[config.mk]
export PLATFORM = sky130hd
export DESIGN_NAME = id_stage
export DESIGN_NICKNAME = d
export VERILOG_FILES = /design/src/rtl/id_pkg.sv /design/src/rtl/ctrl_decode.sv /design/src/rtl/operand_read.sv /design/src/rtl/jump_resolve.sv /design/src/rtl/id_ex_reg.sv /design/src/rtl/id_stage.sv
export SDC_FILE = /design/constraint.sdc
export NUM_CORES = 2
export LEC_CHECK = 0
export BUFFER_PORTS_ARGS = -buffer_cell sky130_fd_sc_hd__buf_2
export CORE_AREA = 4 4 349 351
export DETAILED_ROUTE_END_ITERATION = 8
export DIE_AREA = 0 0 353 355
export GPL_ROUTABILITY_DRIVEN = 0
export PLACE_DENSITY_LB_ADDON = 0.15
export SETUP_SLACK_MARGIN = 0.5
export SKIP_LAST_GASP = 1
export SYNTH_ARGS = -nofsm -noshare
export SYNTH_HDL_FRONTEND = slang
export SYNTH_SLANG_ARGS = --single-unit
[constraint.sdc]
create_clock -name clk -period 5.8 [get_ports clk]
set_input_delay 0.58 -clock clk [delete_from_list [all_inputs] [get_ports clk]]
set_output_delay 0.58 -clock clk [all_outputs]
set_load 0.01 [all_outputs]
[src/rtl/id_pkg.sv]
`default_nettype none

package id_pkg;

    typedef logic [31:0] word_t;
    typedef logic [4:0]  reg_addr_t;
    typedef logic [31:0] inst_t;

    typedef enum logic [4:0] {
        ALU_NOP,
        ADD, SUB, SLT, SLTU,
        AND, OR, XOR, NOR,
        SLL, SRL, SRA, LUI
    } alu_op_t;

    typedef enum logic [1:0] {
        SRC_A_RS,
        SRC_A_RT
    } src_a_sel_t;

    typedef enum logic [2:0] {
        SRC_B_NOP,
        SRC_B_RT,
        SRC_B_RS,
        SRC_B_IMM,
        SRC_B_SA
    } src_b_sel_t;

    // RES_PC_8 is the link address
    typedef enum logic [1:0] {
        RES_ALU,
        RES_PC_8
    } res_sel_t;

    typedef enum logic [3:0] {
        LS_NOP,
        LB, LBU, LH, LHU, LW,
        SB, SH, SW
    } ls_sel_t;

    typedef enum logic [3:0] {
        BR_NONE,
        BEQ, BNE, BGEZ, BGTZ,
        BLEZ, BLTZ, BGEZAL, BLTZAL
    } branch_sel_t;

    typedef enum logic [1:0] {
        FWD_REG,
        FWD_EX,
        FWD_MEM
    } fwd_sel_t;

    // opcode field
    localparam logic [5:0] OP_SPECIAL = 6'h00;
    localparam logic [5:0] OP_REGIMM  = 6'h01;
    localparam logic [5:0] OP_J       = 6'h02;
    localparam logic [5:0] OP_JAL     = 6'h03;
    localparam logic [5:0] OP_BEQ     = 6'h04;
    localparam logic [5:0] OP_BNE     = 6'h05;
    localparam logic [5:0] OP_BLEZ    = 6'h06;
    localparam logic [5:0] OP_BGTZ    = 6'h07;
    localparam logic [5:0] OP_ADDI    = 6'h08;
    localparam logic [5:0] OP_ADDIU   = 6'h09;
    localparam logic [5:0] OP_SLTI    = 6'h0a;
    localparam logic [5:0] OP_SLTIU   = 6'h0b;
    localparam logic [5:0] OP_ANDI    = 6'h0c;
    localparam logic [5:0] OP_ORI     = 6'h0d;
    localparam logic [5:0] OP_XORI    = 6'h0e;
    localparam logic [5:0] OP_LUI     = 6'h0f;
    localparam logic [5:0] OP_LB      = 6'h20;
    localparam logic [5:0] OP_LH      = 6'h21;
    localparam logic [5:0] OP_LW      = 6'h23;
    localparam logic [5:0] OP_LBU     = 6'h24;
    localparam logic [5:0] OP_LHU     = 6'h25;
    localparam logic [5:0] OP_SB      = 6'h28;
    localparam logic [5:0] OP_SH      = 6'h29;
    localparam logic [5:0] OP_SW      = 6'h2b;

    // function field of SPECIAL
    localparam logic [5:0] FN_SLL     = 6'h00;
    localparam logic [5:0] FN_SRL     = 6'h02;
    localparam logic [5:0] FN_SRA     = 6'h03;
    localparam logic [5:0] FN_SLLV    = 6'h04;
    localparam logic [5:0] FN_SRLV    = 6'h06;
    localparam logic [5:0] FN_SRAV    = 6'h07;
    localparam logic [5:0] FN_JR      = 6'h08;
    localparam logic [5:0] FN_JALR    = 6'h09;
    localparam logic [5:0] FN_SYSCALL = 6'h0c;
    localparam logic [5:0] FN_BREAK   = 6'h0d;
    localparam logic [5:0] FN_ADD     = 6'h20;
    localparam logic [5:0] FN_ADDU    = 6'h21;
    localparam logic [5:0] FN_SUB     = 6'h22;
    localparam logic [5:0] FN_SUBU    = 6'h23;
    localparam logic [5:0] FN_AND     = 6'h24;
    localparam logic [5:0] FN_OR      = 6'h25;
    localparam logic [5:0] FN_XOR     = 6'h26;
    localparam logic [5:0] FN_NOR     = 6'h27;
    localparam logic [5:0] FN_SLT     = 6'h2a;
    localparam logic [5:0] FN_SLTU    = 6'h2b;

    // rt field of REGIMM branches
    localparam logic [4:0] RT_BLTZ    = 5'h00;
    localparam logic [4:0] RT_BGEZ    = 5'h01;
    localparam logic [4:0] RT_BLTZAL  = 5'h10;
    localparam logic [4:0] RT_BGEZAL  = 5'h11;

endpackage

`default_nettype wire

[src/rtl/ctrl_decode.sv]
`timescale 1ns/1ps
`default_nettype none

module ctrl_decode
    import id_pkg::*;
(
    input  inst_t       inst,
    input  logic        in_valid,
    output alu_op_t     alu_op,
    output src_a_sel_t  src_a_sel,
    output src_b_sel_t  src_b_sel,
    output res_sel_t    res_sel,
    output word_t       ext_imm,
    output ls_sel_t     ls_sel,
    output logic        wb_from_mem,
    output logic        w_reg_ena,
    output reg_addr_t   w_reg_dst,
    output branch_sel_t branch_sel,
    output logic        is_j_imm,
    output logic        is_jr,
    output logic        is_check_ov,
    output logic        is_syscall,
    output logic        is_break,
    output logic        is_ri
);

    logic [5:0] opcode;
    logic [5:0] funct;
    reg_addr_t  rt;
    reg_addr_t  rd;
    logic       sign_ext;
    logic       known;

    assign opcode = inst[31:26];
    assign funct  = inst[5:0];
    assign rt     = inst[20:16];
    assign rd     = inst[15:11];

    assign ext_imm = sign_ext ? {{16{inst[15]}}, inst[15:0]} : {16'h0000, inst[15:0]};
    assign is_ri   = in_valid & ~known;

    always_comb begin
        alu_op      = ALU_NOP;
        src_a_sel   = SRC_A_RS;
        src_b_sel   = SRC_B_NOP;
        res_sel     = RES_ALU;
        sign_ext    = 1'b0;
        ls_sel      = LS_NOP;
        wb_from_mem = 1'b0;
        w_reg_ena   = 1'b0;
        w_reg_dst   = rt;
        branch_sel  = BR_NONE;
        is_j_imm    = 1'b0;
        is_jr       = 1'b0;
        is_check_ov = 1'b0;
        is_syscall  = 1'b0;
        is_break    = 1'b0;
        known       = 1'b1;

        case (opcode)
            OP_SPECIAL: begin
                w_reg_dst   = rd;
                is_check_ov = (funct == FN_ADD) || (funct == FN_SUB);
                case (funct)
                    FN_ADD, FN_ADDU, FN_SUB, FN_SUBU, FN_SLT, FN_SLTU,
                    FN_AND, FN_OR, FN_XOR, FN_NOR: begin
                        src_b_sel = SRC_B_RT;
                        w_reg_ena = 1'b1;
                    end
                    // word 0 (nop) lands here as sll into $0
                    FN_SLL, FN_SRL, FN_SRA: begin
                        src_a_sel = SRC_A_RT;
                        src_b_sel = SRC_B_SA;
                        w_reg_ena = 1'b1;
                    end
                    FN_SLLV, FN_SRLV, FN_SRAV: begin
                        src_a_sel = SRC_A_RT;
                        src_b_sel = SRC_B_RS;
                        w_reg_ena = 1'b1;
                    end
                    FN_JR: is_jr = 1'b1;
                    FN_JALR: begin
                        is_jr     = 1'b1;
                        res_sel   = RES_PC_8;
                        w_reg_ena = 1'b1;
                    end
                    FN_SYSCALL: is_syscall = 1'b1;
                    FN_BREAK:   is_break   = 1'b1;
                    default:    known      = 1'b0;
                endcase
                case (funct)
                    FN_ADD, FN_ADDU:  alu_op = ADD;
                    FN_SUB, FN_SUBU:  alu_op = SUB;
                    FN_SLT:           alu_op = SLT;
                    FN_SLTU:          alu_op = SLTU;
                    FN_AND:           alu_op = AND;
                    FN_OR:            alu_op = OR;
                    FN_XOR:           alu_op = XOR;
                    FN_NOR:           alu_op = NOR;
                    FN_SLL, FN_SLLV:  alu_op = SLL;
                    FN_SRL, FN_SRLV:  alu_op = SRL;
                    FN_SRA, FN_SRAV:  alu_op = SRA;
                    default:          alu_op = ALU_NOP;
                endcase
            end
            OP_ADDI, OP_ADDIU, OP_SLTI, OP_SLTIU, OP_ANDI, OP_ORI, OP_XORI, OP_LUI: begin
                src_b_sel   = SRC_B_IMM;
                w_reg_ena   = 1'b1;
                is_check_ov = (opcode == OP_ADDI);
                // 08..0b are the arithmetic forms, 0c..0f the logical ones
                sign_ext    = ~opcode[2];
                case (opcode)
                    OP_ADDI, OP_ADDIU: alu_op = ADD;
                    OP_SLTI:           alu_op = SLT;
                    OP_SLTIU:          alu_op = SLTU;
                    OP_ANDI:           alu_op = AND;
                    OP_ORI:            alu_op = OR;
                    OP_XORI:           alu_op = XOR;
                    default:           alu_op = LUI;
                endcase
            end
            OP_LB, OP_LBU, OP_LH, OP_LHU, OP_LW: begin
                alu_op      = ADD;
                src_b_sel   = SRC_B_IMM;
                sign_ext    = 1'b1;
                wb_from_mem = 1'b1;
                w_reg_ena   = 1'b1;
                case (opcode)
                    OP_LB:   ls_sel = LB;
                    OP_LBU:  ls_sel = LBU;
                    OP_LH:   ls_sel = LH;
                    OP_LHU:  ls_sel = LHU;
                    default: ls_sel = LW;
                endcase
            end
            OP_SB, OP_SH, OP_SW: begin
                alu_op    = ADD;
                src_b_sel = SRC_B_IMM;
                sign_ext  = 1'b1;
                case (opcode)
                    OP_SB:   ls_sel = SB;
                    OP_SH:   ls_sel = SH;
                    default: ls_sel = SW;
                endcase
            end
            OP_BEQ:  branch_sel = BEQ;
            OP_BNE:  branch_sel = BNE;
            OP_BLEZ: branch_sel = BLEZ;
            OP_BGTZ: branch_sel = BGTZ;
            OP_REGIMM: begin
                case (rt)
                    RT_BLTZ:   branch_sel = BLTZ;
                    RT_BGEZ:   branch_sel = BGEZ;
                    RT_BLTZAL: branch_sel = BLTZAL;
                    RT_BGEZAL: branch_sel = BGEZAL;
                    default:   known      = 1'b0;
                endcase
                // and-link forms also write $31
                if (rt == RT_BLTZAL || rt == RT_BGEZAL) begin
                    res_sel   = RES_PC_8;
                    w_reg_ena = 1'b1;
                    w_reg_dst = 5'd31;
                end
            end
            OP_J: is_j_imm = 1'b1;
            OP_JAL: begin
                is_j_imm  = 1'b1;
                res_sel   = RES_PC_8;
                w_reg_ena = 1'b1;
                w_reg_dst = 5'd31;
            end
            default: known = 1'b0;
        endcase
    end

endmodule

`default_nettype wire

[src/rtl/operand_read.sv]
`timescale 1ns/1ps
`default_nettype none

module operand_read
    import id_pkg::*;
#(
    parameter int REG_COUNT = 32
) (
    input  logic      clk,
    input  logic      reset,
    input  reg_addr_t rs_addr,
    input  reg_addr_t rt_addr,
    input  logic      wb_en,
    input  reg_addr_t wb_addr,
    input  word_t     wb_data,
    input  fwd_sel_t  fwd_rs,
    input  fwd_sel_t  fwd_rt,
    input  word_t     ex_result,
    input  word_t     mem_result,
    output word_t     rs_data,
    output word_t     rt_data
);

    localparam int IDX_W = $clog2(REG_COUNT);

    word_t regs [REG_COUNT];
    word_t rs_reg;
    word_t rt_reg;

    // $0 and indices past a reduced register set are not backed by storage
    function automatic logic in_range(reg_addr_t a);
        return (a != 5'd0) && (int'(a) < REG_COUNT);
    endfunction

    function automatic word_t fwd_mux(fwd_sel_t sel, word_t reg_val, word_t ex_val,
                                      word_t mem_val);
        case (sel)
            FWD_EX:  return ex_val;
            FWD_MEM: return mem_val;
            default: return reg_val;
        endcase
    endfunction

    always_ff @(posedge clk) begin
        if (reset) begin
            for (int i = 0; i < REG_COUNT; i++) begin
                regs[i] <= '0;
            end
        end else if (wb_en && in_range(wb_addr)) begin
            regs[wb_addr[IDX_W-1:0]] <= wb_data;
        end
    end

    // same-cycle write is not bypassed here
    assign rs_reg = in_range(rs_addr) ? regs[rs_addr[IDX_W-1:0]] : '0;
    assign rt_reg = in_range(rt_addr) ? regs[rt_addr[IDX_W-1:0]] : '0;

    assign rs_data = fwd_mux(fwd_rs, rs_reg, ex_result, mem_result);
    assign rt_data = fwd_mux(fwd_rt, rt_reg, ex_result, mem_result);

endmodule

`default_nettype wire

[src/rtl/jump_resolve.sv]
`timescale 1ns/1ps
`default_nettype none

module jump_resolve
    import id_pkg::*;
(
    input  word_t       pc,
    input  inst_t       inst,
    input  branch_sel_t branch_sel,
    input  logic        is_j_imm,
    input  logic        is_jr,
    input  word_t       rs_data,
    input  word_t       rt_data,
    output logic        take_jmp,
    output word_t       jmp_target
);

    logic signed [31:0] rs_s;
    word_t              br_offset;
    logic               br_taken;

    assign rs_s      = rs_data;
    assign br_offset = {{14{inst[15]}}, inst[15:0], 2'b00};

    always_comb begin
        case (branch_sel)
            BEQ:          br_taken = (rs_data == rt_data);
            BNE:          br_taken = (rs_data != rt_data);
            BGEZ, BGEZAL: br_taken = (rs_s >= 0);
            BGTZ:         br_taken = (rs_s > 0);
            BLEZ:         br_taken = (rs_s <= 0);
            BLTZ, BLTZAL: br_taken = (rs_s < 0);
            default:      br_taken = 1'b0;
        endcase
    end

    assign take_jmp = is_j_imm | is_jr | br_taken;

    // region jump keeps the top nibble of pc
    assign jmp_target = is_jr    ? rs_data :
                        is_j_imm ? {pc[31:28], inst[25:0], 2'b00} :
                                   pc + 32'd4 + br_offset;

endmodule

`default_nettype wire

[src/rtl/id_ex_reg.sv]
`timescale 1ns/1ps
`default_nettype none

module id_ex_reg
    import id_pkg::*;
(
    input  logic        clk,
    input  logic        reset,
    input  logic        stall,
    input  logic        flush,
    input  logic        in_valid,
    input  logic        in_delay_slot,
    input  word_t       pc,
    input  alu_op_t     alu_op,
    input  src_a_sel_t  src_a_sel,
    input  src_b_sel_t  src_b_sel,
    input  res_sel_t    res_sel,
    input  word_t       ext_imm,
    input  ls_sel_t     ls_sel,
    input  logic        wb_from_mem,
    input  logic        w_reg_ena,
    input  reg_addr_t   w_reg_dst,
    input  branch_sel_t branch_sel,
    input  logic        is_j_imm,
    input  logic        is_jr,
    input  logic        is_check_ov,
    input  logic        is_syscall,
    input  logic        is_break,
    input  logic        is_ri,
    input  word_t       rs_data,
    input  word_t       rt_data,
    input  logic        take_jmp,
    input  word_t       jmp_target,
    output logic        id_valid,
    output logic        id_in_delay_slot,
    output word_t       id_pc,
    output alu_op_t     id_alu_op,
    output src_a_sel_t  id_src_a_sel,
    output src_b_sel_t  id_src_b_sel,
    output res_sel_t    id_res_sel,
    output word_t       id_ext_imm,
    output ls_sel_t     id_ls_sel,
    output logic        id_wb_from_mem,
    output logic        id_w_reg_ena,
    output reg_addr_t   id_w_reg_dst,
    output branch_sel_t id_branch_sel,
    output logic        id_is_j_imm,
    output logic        id_is_jr,
    output logic        id_is_check_ov,
    output logic        id_is_syscall,
    output logic        id_is_break,
    output logic        id_is_ri,
    output word_t       id_rs_data,
    output word_t       id_rt_data,
    output logic        id_take_jmp,
    output word_t       id_jmp_target
);

    // flush wins over stall
    always_ff @(posedge clk) begin
        if (reset || flush) begin
            id_valid       <= 1'b0;
            id_ls_sel      <= LS_NOP;
            id_wb_from_mem <= 1'b0;
            id_w_reg_ena   <= 1'b0;
            id_branch_sel  <= BR_NONE;
            id_is_j_imm    <= 1'b0;
            id_is_jr       <= 1'b0;
            id_take_jmp    <= 1'b0;
            id_is_check_ov <= 1'b0;
            id_is_syscall  <= 1'b0;
            id_is_break    <= 1'b0;
            id_is_ri       <= 1'b0;
        end else if (!stall) begin
            id_valid       <= in_valid;
            // empty slot must not write, access memory or redirect
            id_ls_sel      <= in_valid ? ls_sel : LS_NOP;
            id_wb_from_mem <= wb_from_mem & in_valid;
            id_w_reg_ena   <= w_reg_ena & in_valid;
            id_branch_sel  <= in_valid ? branch_sel : BR_NONE;
            id_is_j_imm    <= is_j_imm & in_valid;
            id_is_jr       <= is_jr & in_valid;
            id_take_jmp    <= take_jmp & in_valid;
            id_is_check_ov <= is_check_ov & in_valid;
            id_is_syscall  <= is_syscall & in_valid;
            id_is_break    <= is_break & in_valid;
            id_is_ri       <= is_ri;
        end
    end

    always_ff @(posedge clk) begin
        if (!stall) begin
            id_in_delay_slot <= in_delay_slot;
            id_pc            <= pc;
            id_alu_op        <= alu_op;
            id_src_a_sel     <= src_a_sel;
            id_src_b_sel     <= src_b_sel;
            id_res_sel       <= res_sel;
            id_ext_imm       <= ext_imm;
            id_w_reg_dst     <= w_reg_dst;
            id_rs_data       <= rs_data;
            id_rt_data       <= rt_data;
            id_jmp_target    <= jmp_target;
        end
    end

endmodule

`default_nettype wire

[src/rtl/id_stage.sv]
`timescale 1ns/1ps
`default_nettype none

module id_stage
    import id_pkg::*;
#(
    parameter int REG_COUNT = 32
) (
    input  logic        clk,
    input  logic        reset,
    input  logic        in_valid,
    input  inst_t       inst,
    input  word_t       pc,
    input  logic        in_delay_slot,
    input  fwd_sel_t    fwd_rs,
    input  fwd_sel_t    fwd_rt,
    input  word_t       ex_result,
    input  word_t       mem_result,
    input  logic        wb_en,
    input  reg_addr_t   wb_addr,
    input  word_t       wb_data,
    input  logic        stall,
    input  logic        flush,
    output logic        id_valid,
    output logic        id_in_delay_slot,
    output word_t       id_pc,
    output alu_op_t     id_alu_op,
    output src_a_sel_t  id_src_a_sel,
    output src_b_sel_t  id_src_b_sel,
    output res_sel_t    id_res_sel,
    output word_t       id_ext_imm,
    output ls_sel_t     id_ls_sel,
    output logic        id_wb_from_mem,
    output logic        id_w_reg_ena,
    output reg_addr_t   id_w_reg_dst,
    output branch_sel_t id_branch_sel,
    output logic        id_is_j_imm,
    output logic        id_is_jr,
    output logic        id_is_check_ov,
    output logic        id_is_syscall,
    output logic        id_is_break,
    output logic        id_is_ri,
    output word_t       id_rs_data,
    output word_t       id_rt_data,
    output logic        id_take_jmp,
    output word_t       id_jmp_target
);

    alu_op_t     alu_op;
    src_a_sel_t  src_a_sel;
    src_b_sel_t  src_b_sel;
    res_sel_t    res_sel;
    word_t       ext_imm;
    ls_sel_t     ls_sel;
    logic        wb_from_mem;
    logic        w_reg_ena;
    reg_addr_t   w_reg_dst;
    branch_sel_t branch_sel;
    logic        is_j_imm;
    logic        is_jr;
    logic        is_check_ov;
    logic        is_syscall;
    logic        is_break;
    logic        is_ri;
    word_t       rs_data;
    word_t       rt_data;
    logic        take_jmp;
    word_t       jmp_target;

    ctrl_decode u_ctrl_decode (.*);

    // rs and rt fields address the register file directly
    operand_read #(
        .REG_COUNT (REG_COUNT)
    ) u_operand_read (
        .rs_addr (inst[25:21]),
        .rt_addr (inst[20:16]),
        .*
    );

    jump_resolve u_jump_resolve (.*);

    id_ex_reg u_id_ex_reg (.*);

endmodule

`default_nettype wire

# Yosys cells after proc, flatten, opt, wreduce, memory -nomap -nowiden
# Memories as Yosys holds them, arrays and structs flattened.
# Cells that the tools add are included.
dict set report word_totals {
  mem_count 2
  mem_bits_rw 1024
  input_bits 176
  romBits 256
  register_bits 181
}
dict set report classes {
  add_sub_neg 2
  n_lt_le_gt_ge 4
  bitwise_logic 13
  muxes 48
  n_reduce_logical 30
  n_eq_ne 59
}
# memory depth width rd rd_ports_with_merged_regs wr line
set mem_list {}
lappend mem_list {u_operand_read.regs 32 32 2 0 32 operand_read.sv:26} ;# word_t regs [REG_COUNT];
lappend mem_list {{(name not given)} 64 4 1 0 0 ctrl_decode.sv:91} ;# case (funct)
# op count
set ops {}
lappend ops {{$mux 32} 5}
lappend ops {{$pmux 32 s2} 2}
lappend ops {{$eq 6x6->1 const B} 18}
lappend ops {{$eq 6x4->1 const B} 12}
lappend ops {{$eq 6x3->1 const B} 7}
lappend ops {{$add 32x3->32 const B} 1}
lappend ops {{$add 32x32->32} 1}
lappend ops {{$eq 32x32->1} 1}
lappend ops {{$ge 32x1->1 const B} 1}
lappend ops {{$gt 32x1->1 const B} 1}
lappend ops {{$le 32x1->1 const B} 1}
lappend ops {{$lt 32x1->1 const B} 1}
lappend ops {{$ne 32x32->1} 1}
lappend ops {{$reduce_or 32->1} 1}
lappend ops {{$pmux 5 s3} 2}
lappend ops {{$eq 6x2->1 const B} 4}
lappend ops {{$pmux 4 s6} 1}
lappend ops {{$reduce_or 22->1} 1}
lappend ops {{$mux 1} 21}
lappend ops {{$pmux 4 s5} 1}
lappend ops {{$reduce_or 20->1} 1}
lappend ops {{$reduce_or 17->1} 1}
lappend ops {{$eq 4x3->1 const B} 4}
lappend ops {{$pmux 4 s2} 2}
lappend ops {{other kinds (35)} 65}

# Logic depth before layout (Yosys ltp)
dict set report logic_depth {
  ltp_word 8
  ltp_mapped 17
  ltp_nobuf 16
}

# Cells and area by module
# From an unflattened synthesis, not the netlist that was laid out.
dict set report hier_totals {
  hier_cells 4663
  hier_area_um2 65476.5
}
# module cells_per_inst n_inst area_each_um2
set modules_own_cells {}
lappend modules_own_cells {operand_read 3799 1 55161.7}
lappend modules_own_cells {id_ex_reg 257 1 6090.8}
lappend modules_own_cells {jump_resolve 413 1 2977.9}
lappend modules_own_cells {ctrl_decode 194 1 1246.2}

# Worst setup path before layout
# No wires, ideal clock.
dict set report synth_path {
  path_kind {input-to-reg}
  startpoint {input stall}
  endpoint {register u_id_ex_reg.id_ls_sel[3]}
  path_stages 5
  path_slack_ns 0.907
  arrival_ns 4.822
  required_time_ns 5.730
  n_path_buf 0
  path_cell_list {inv_1 nand2_1 nor2_1 nand4_1 a21oi_1}
}
# element line
set synth_lines {}
lappend synth_lines {{start, declared} id_stage.sv:22} ;# input logic stall,
lappend synth_lines {{end signal, assigned} id_ex_reg.sv:77} ;# id_ls_sel <= in_valid ? ls_sel : LS_NOP;
lappend synth_lines {{end, declared} id_ex_reg.sv:42} ;# output ls_sel_t id_ls_sel,

# Worst setup path after layout
dict set report layout_path {
  startpoint {input inst[21]}
  endpoint {register u_id_ex_reg.id_take_jmp}
}
dict set report layout_between {
  elab_chain_len 7
  word_cells_on_any_way 13
  classes_between {order compare: 4; eq/ne: 2; mux: 3; bitwise: 2; reduce/logical: 1; memory: 1}
}
# element line
set layout_rtl {}
lappend layout_rtl {{start, declared} id_stage.sv:12} ;# input inst_t inst,
lappend layout_rtl {{$mem_v2 32x32 or $reduce_bool 5->1 (tied branches)} -}
lappend layout_rtl {{$mux 32 (*)} operand_read.sv:55} ;# assign rs_reg = in_range(rs_addr) ? regs[rs_addr[IDX_W-1:0]] : '0;
lappend layout_rtl {{$pmux 32 s2 (*)} operand_read.sv:37} ;# case (sel)
lappend layout_rtl {{$lt 32x1->1, or another cell as far along} jump_resolve.sv:32} ;# BLTZ, BLTZAL: br_taken = (rs_s < 0);
lappend layout_rtl {{$pmux 1 s6 (*)} jump_resolve.sv:26} ;# case (branch_sel)
lappend layout_rtl {{$or 1x1->1 (*)} jump_resolve.sv:37} ;# assign take_jmp = is_j_imm | is_jr | br_taken;
lappend layout_rtl {{$and 1x1->1 (*)} id_ex_reg.sv:83} ;# id_take_jmp <= take_jmp & in_valid;
lappend layout_rtl {{end signal, assigned} id_ex_reg.sv:83}
lappend layout_rtl {{end, declared} id_ex_reg.sv:55} ;# output logic id_take_jmp,
# Mark *: on every way between the ends. The rest lies on a longest branch, timed or not.
# A chain may end at the register's enable or synchronous reset.

==> impl_metrics.toml <==
[routing]
first_iter_violations = 8539
wl_um = 259200
final_antenna_net_count = 0
first_pass_iters = 9
viasPerCell = 7.218
drc = 31
top_layer = "met5"
num_vias = 47540
met3_length_um = 40000
wl_met2_um = 111400
wl_per_cell_um = 39.36
wl_met1_um = 85330

[synthesis]
ys_ff_latch = 1202
synth.avg_cell_area_sq_um = 14.07
ys_async_sr_fraction = 0
synth-edff-count = 1184
ys_types = 82
yosysSeqAreaShare = 0.5531
synth_warnings = 0
synth-main-ff-cell = "edfxtp_1"
syn_area_sq_um = 64930
netlist_instances = 4614

[place]
dp.cells = 6320
io_buffers = 368
dpl.hpwl_um = 168700
placed_area_sq_um = 68860

[power_and_ir_drop]
vdd_drop_max_mv = 0.3125
leakage_nw = 26.60
powerDensity_nw_per_um2 = 305.9

[clock_network]
clk_latency_ns = 0.77
clkSinkCount = 1202
cts_buffers = 134
clockRootBuffer = "clkbuf_16"
clock_path_buffers = 3
path_clk_slew_ns = 0.06
cts.repair.resized = 0
htreeDepth = 4
cts_tree = "built"
cts_setup_buffers = 0

[grt]
grt_max_degree = 85
overflow = 0
antenna_found_initial = 33
grt_usage = 0.4087
grt_pass1_wl_um = 356400
grt_pass1_vias = 46160

[cells_and_area]
synthToLayoutAreaGrowth_pct = 12.70
finalNonFillerCells = 6586
multi_input_area_sq_um = 27110
final_area_sq_um = 73180
fill_cells = 8989
final_net_count = 5156
seqCellArea_sq_um = 35910
drive_above_1_share = 0.2696

[worst_setup_path]
slowest_delay_ns = 1.06
critPathCaptureType = "register"
crit_top_cell = "buf_4"
arrival_ns = 5.38
crit_family = "compound AO/OA/AOI/OAI gates"
slowest_stage = "a21oi_1"
path_cells = "buf_8 -> buf_4 -> buf_4 -> mux4_2 -> nand2_1 -> a31oi_1 -> a21oi_1 -> or4b_1 -> nor4_1 -> nand4_1 -> mux2_4 -> nor3_2 -> a221oi_1"
cp-start-kind = "input pin"
path_max_fanout = 47
cp_data_required_time_ns = 6.41
crit_type = "in2reg"
worst-path-buf-inv = 3

[floorplanning]
die_y_um = 355
die_x_um = 353
dieArea_sq_um = 125300
start_util = 0.5455
rows = 127
core_sq_um = 119000
io_pins = 372

[sta]
fin_tns_setup_ns = 0
slew_headroom = -0.1203
slew_viol_final = 8
clock_skew_ns = 0.03614
timing.final.crit_share = 0.8221
worstMarginPinSlew_ns = 1.680
hold_viol_final = 0
min_period_ns = 4.768
setup_viol = 0
holdWs_ns = 0.03004
rsz0062_at_grt = "false"
max_freq_ghz = 0.2097

[flow_run]
drv_cap = 3

[min_path]
hp-class = "in2reg"

[status]
violations = "DRC, capacitance limit, slew limit"
status = "finished, violations left"
-- through the flow --
stage / setup slack, ns / util / power (W)
after floorplan: 0.9074 / - / 0.01236
after global placement: 0.6925 / 0.5786 / 0.01388
after detailed placement: 0.6605 / 0.5786 / 0.01392
after CTS: 1.445 / 0.6144 / 0.02216
after global routing: 1.106 / 0.6144 / 0.02280
final: 1.032 / 0.6148 / 0.02239
-- cell families after synthesis --
kind of cell,after synthesis,share of synthesized area
other,1,0.00005775
adders and majority gates,68,0.01322
and+or+nand+nor,1513,0.1338
muxes,659,0.1936
xor gates and xnor gates,56,0.007554
buffers and inverters,513,0.03461
DFF,1202,0.5531
AOI/OAI and AO/OA,602,0.06405
-- routing by layer --
metal / vias to the layer above / track usage
met5: - / 0.01577
met2: 4651 / 0.6005
met1: 23450 / 0.4990
met3: 1127 / 0.1682
met4: 28 / 0.2671
li1: 18290 / -
-- sequential cells by signal, indices dropped and copies added (netlist names), 5 cells and up --
register	flops
u_id_ex_reg.id_pc	32
u_id_ex_reg.id_jmp_target	32
u_id_ex_reg.id_ext_imm	17
u_id_ex_reg.id_rs_data	32
u_id_ex_reg.id_w_reg_dst	5
u_id_ex_reg.id_rt_data	32
u_operand_read.regs	1024
-- power by group --
| part | internal (W) | leakage (nW) | total [W] | switching, W |
|---|---|---|---|---|
| registers | 0.0101 | 11.5 | 0.0104 | 0.000301 |
| clock network | 0.00484 | 2.07 | 0.00842 | 0.00358 |
| logic | 0.00126 | 13.1 | 0.00354 | 0.00228 |
-- final timing paths --
| kind | startpoint | end | slack (ns) | depth (start not counted) |
|---|---|---|---|---|
| setup / recovery | inst[21] | u_id_ex_reg.id_take_jmp$_SDFFE_PP0N_ | 1.03 | 13 |
| hold reg to reg | u_id_ex_reg.id_valid$_SDFFE_PP0N_ | u_id_ex_reg.id_valid$_SDFFE_PP0N_ | 0.46 | 2 |
| setup reg to reg | u_operand_read.regs[12][23]$_SDFFCE_PN0P_ | u_id_ex_reg.id_take_jmp$_SDFFE_PP0N_ | 1.45 | 11 |
| hold / removal | pc[11] | u_id_ex_reg.id_pc[11]$_DFFE_PN_ | 0.03 | 1 |
-- worst register-to-register path, delay by kind of cell, from the launching register on --
kind | cells | cell delay, ns
flip-flops | 1 | 0.41
AO/OA/AOI/OAI | 4 | 1.59
multiplexers | 3 | 1.13
AND/OR/NAND/NOR | 4 | 1.09
-- cell usage in the layout, fill, tap and decap left out, drive strengths merged, types with 8 or more instances in the layout --
cell and instances:
edfxtp 1184, and2 996, buf 582, mux4 473
clkbuf 174, mux2i 164, nor2 164, nand2 129
a21oi 126, a22oi 106, o21ai 85, ha 67
inv 62, nand3 47, clkinv 46, or2 42
nor3 38, conb 35, o22ai 34, a31oi 32
a221oi 31, xnor2 31, xor2 25, diode 23
o221ai 23, mux2 22, a211oi 20, dfxtp 18
a21o 17, nand4 17, nor2b 15, nor4 13
a221o 12, o211ai 12, a22o 11, nand2b 11
bufinv 10, a211o 9, or3 8, o21a 8
-- synthesized netlist by cell type (11+ instances only) --
cell / instances / area share
edfxtp_1: 1184 / 0.55
and2_1: 996 / 0.096
mux4_2: 467 / 0.16
clkbuf_1: 308 / 0.018
mux2i_1: 164 / 0.025
nor2_1: 164 / 0.0095
nand2_1: 129 / 0.0075
a21oi_1: 125 / 0.0096
a22oi_1: 106 / 0.012
buf_2: 81 / 0.0062
o21ai_0: 81 / 0.0062
ha_1: 67 / 0.013
inv_1: 54 / 0.0031
nand3_1: 47 / 0.0036
or2_2: 42 / 0.0040
nor3_1: 37 / 0.0029
o22ai_1: 34 / 0.0033
a31oi_1: 32 / 0.0031
a221oi_1: 31 / 0.0042
xnor2_1: 31 / 0.0042
buf_1: 29 / 0.0017
buf_4: 26 / 0.0030
xor2_1: 25 / 0.0034
o221ai_1: 23 / 0.0031
mux2_2: 21 / 0.0036
a211oi_1: 20 / 0.0023
dfxtp_1: 18 / 0.0055
a21o_1: 17 / 0.0020
nand4_1: 17 / 0.0016
nor2b_1: 15 / 0.0014
nor4_1: 13 / 0.0013
a221o_1: 12 / 0.0018
buf_6: 12 / 0.0021
o211ai_1: 12 / 0.0014
a22o_1: 11 / 0.0015
nand2b_1: 11 / 0.0011
-- repair_timing --
item / 4_1_cts / 5_1_grt
hold buffers: 4 / 0
endpoints found under the hold margin: 4 / 0
setup endpoints to repair: 0 / 0
-- cell type report --
type	instances	area share
Clock buffer	174	0.04933
Antenna cell	23	0.0007865
Multi-Input combinational cell	2933	0.3705
Inverter	55	0.002958
Sequential cell	1202	0.4908
Clock inverter	65	0.008293
Tap cell	1548	0.02647
Timing Repair Buffer	586	0.05090
(Power assumes the default switching activity.)
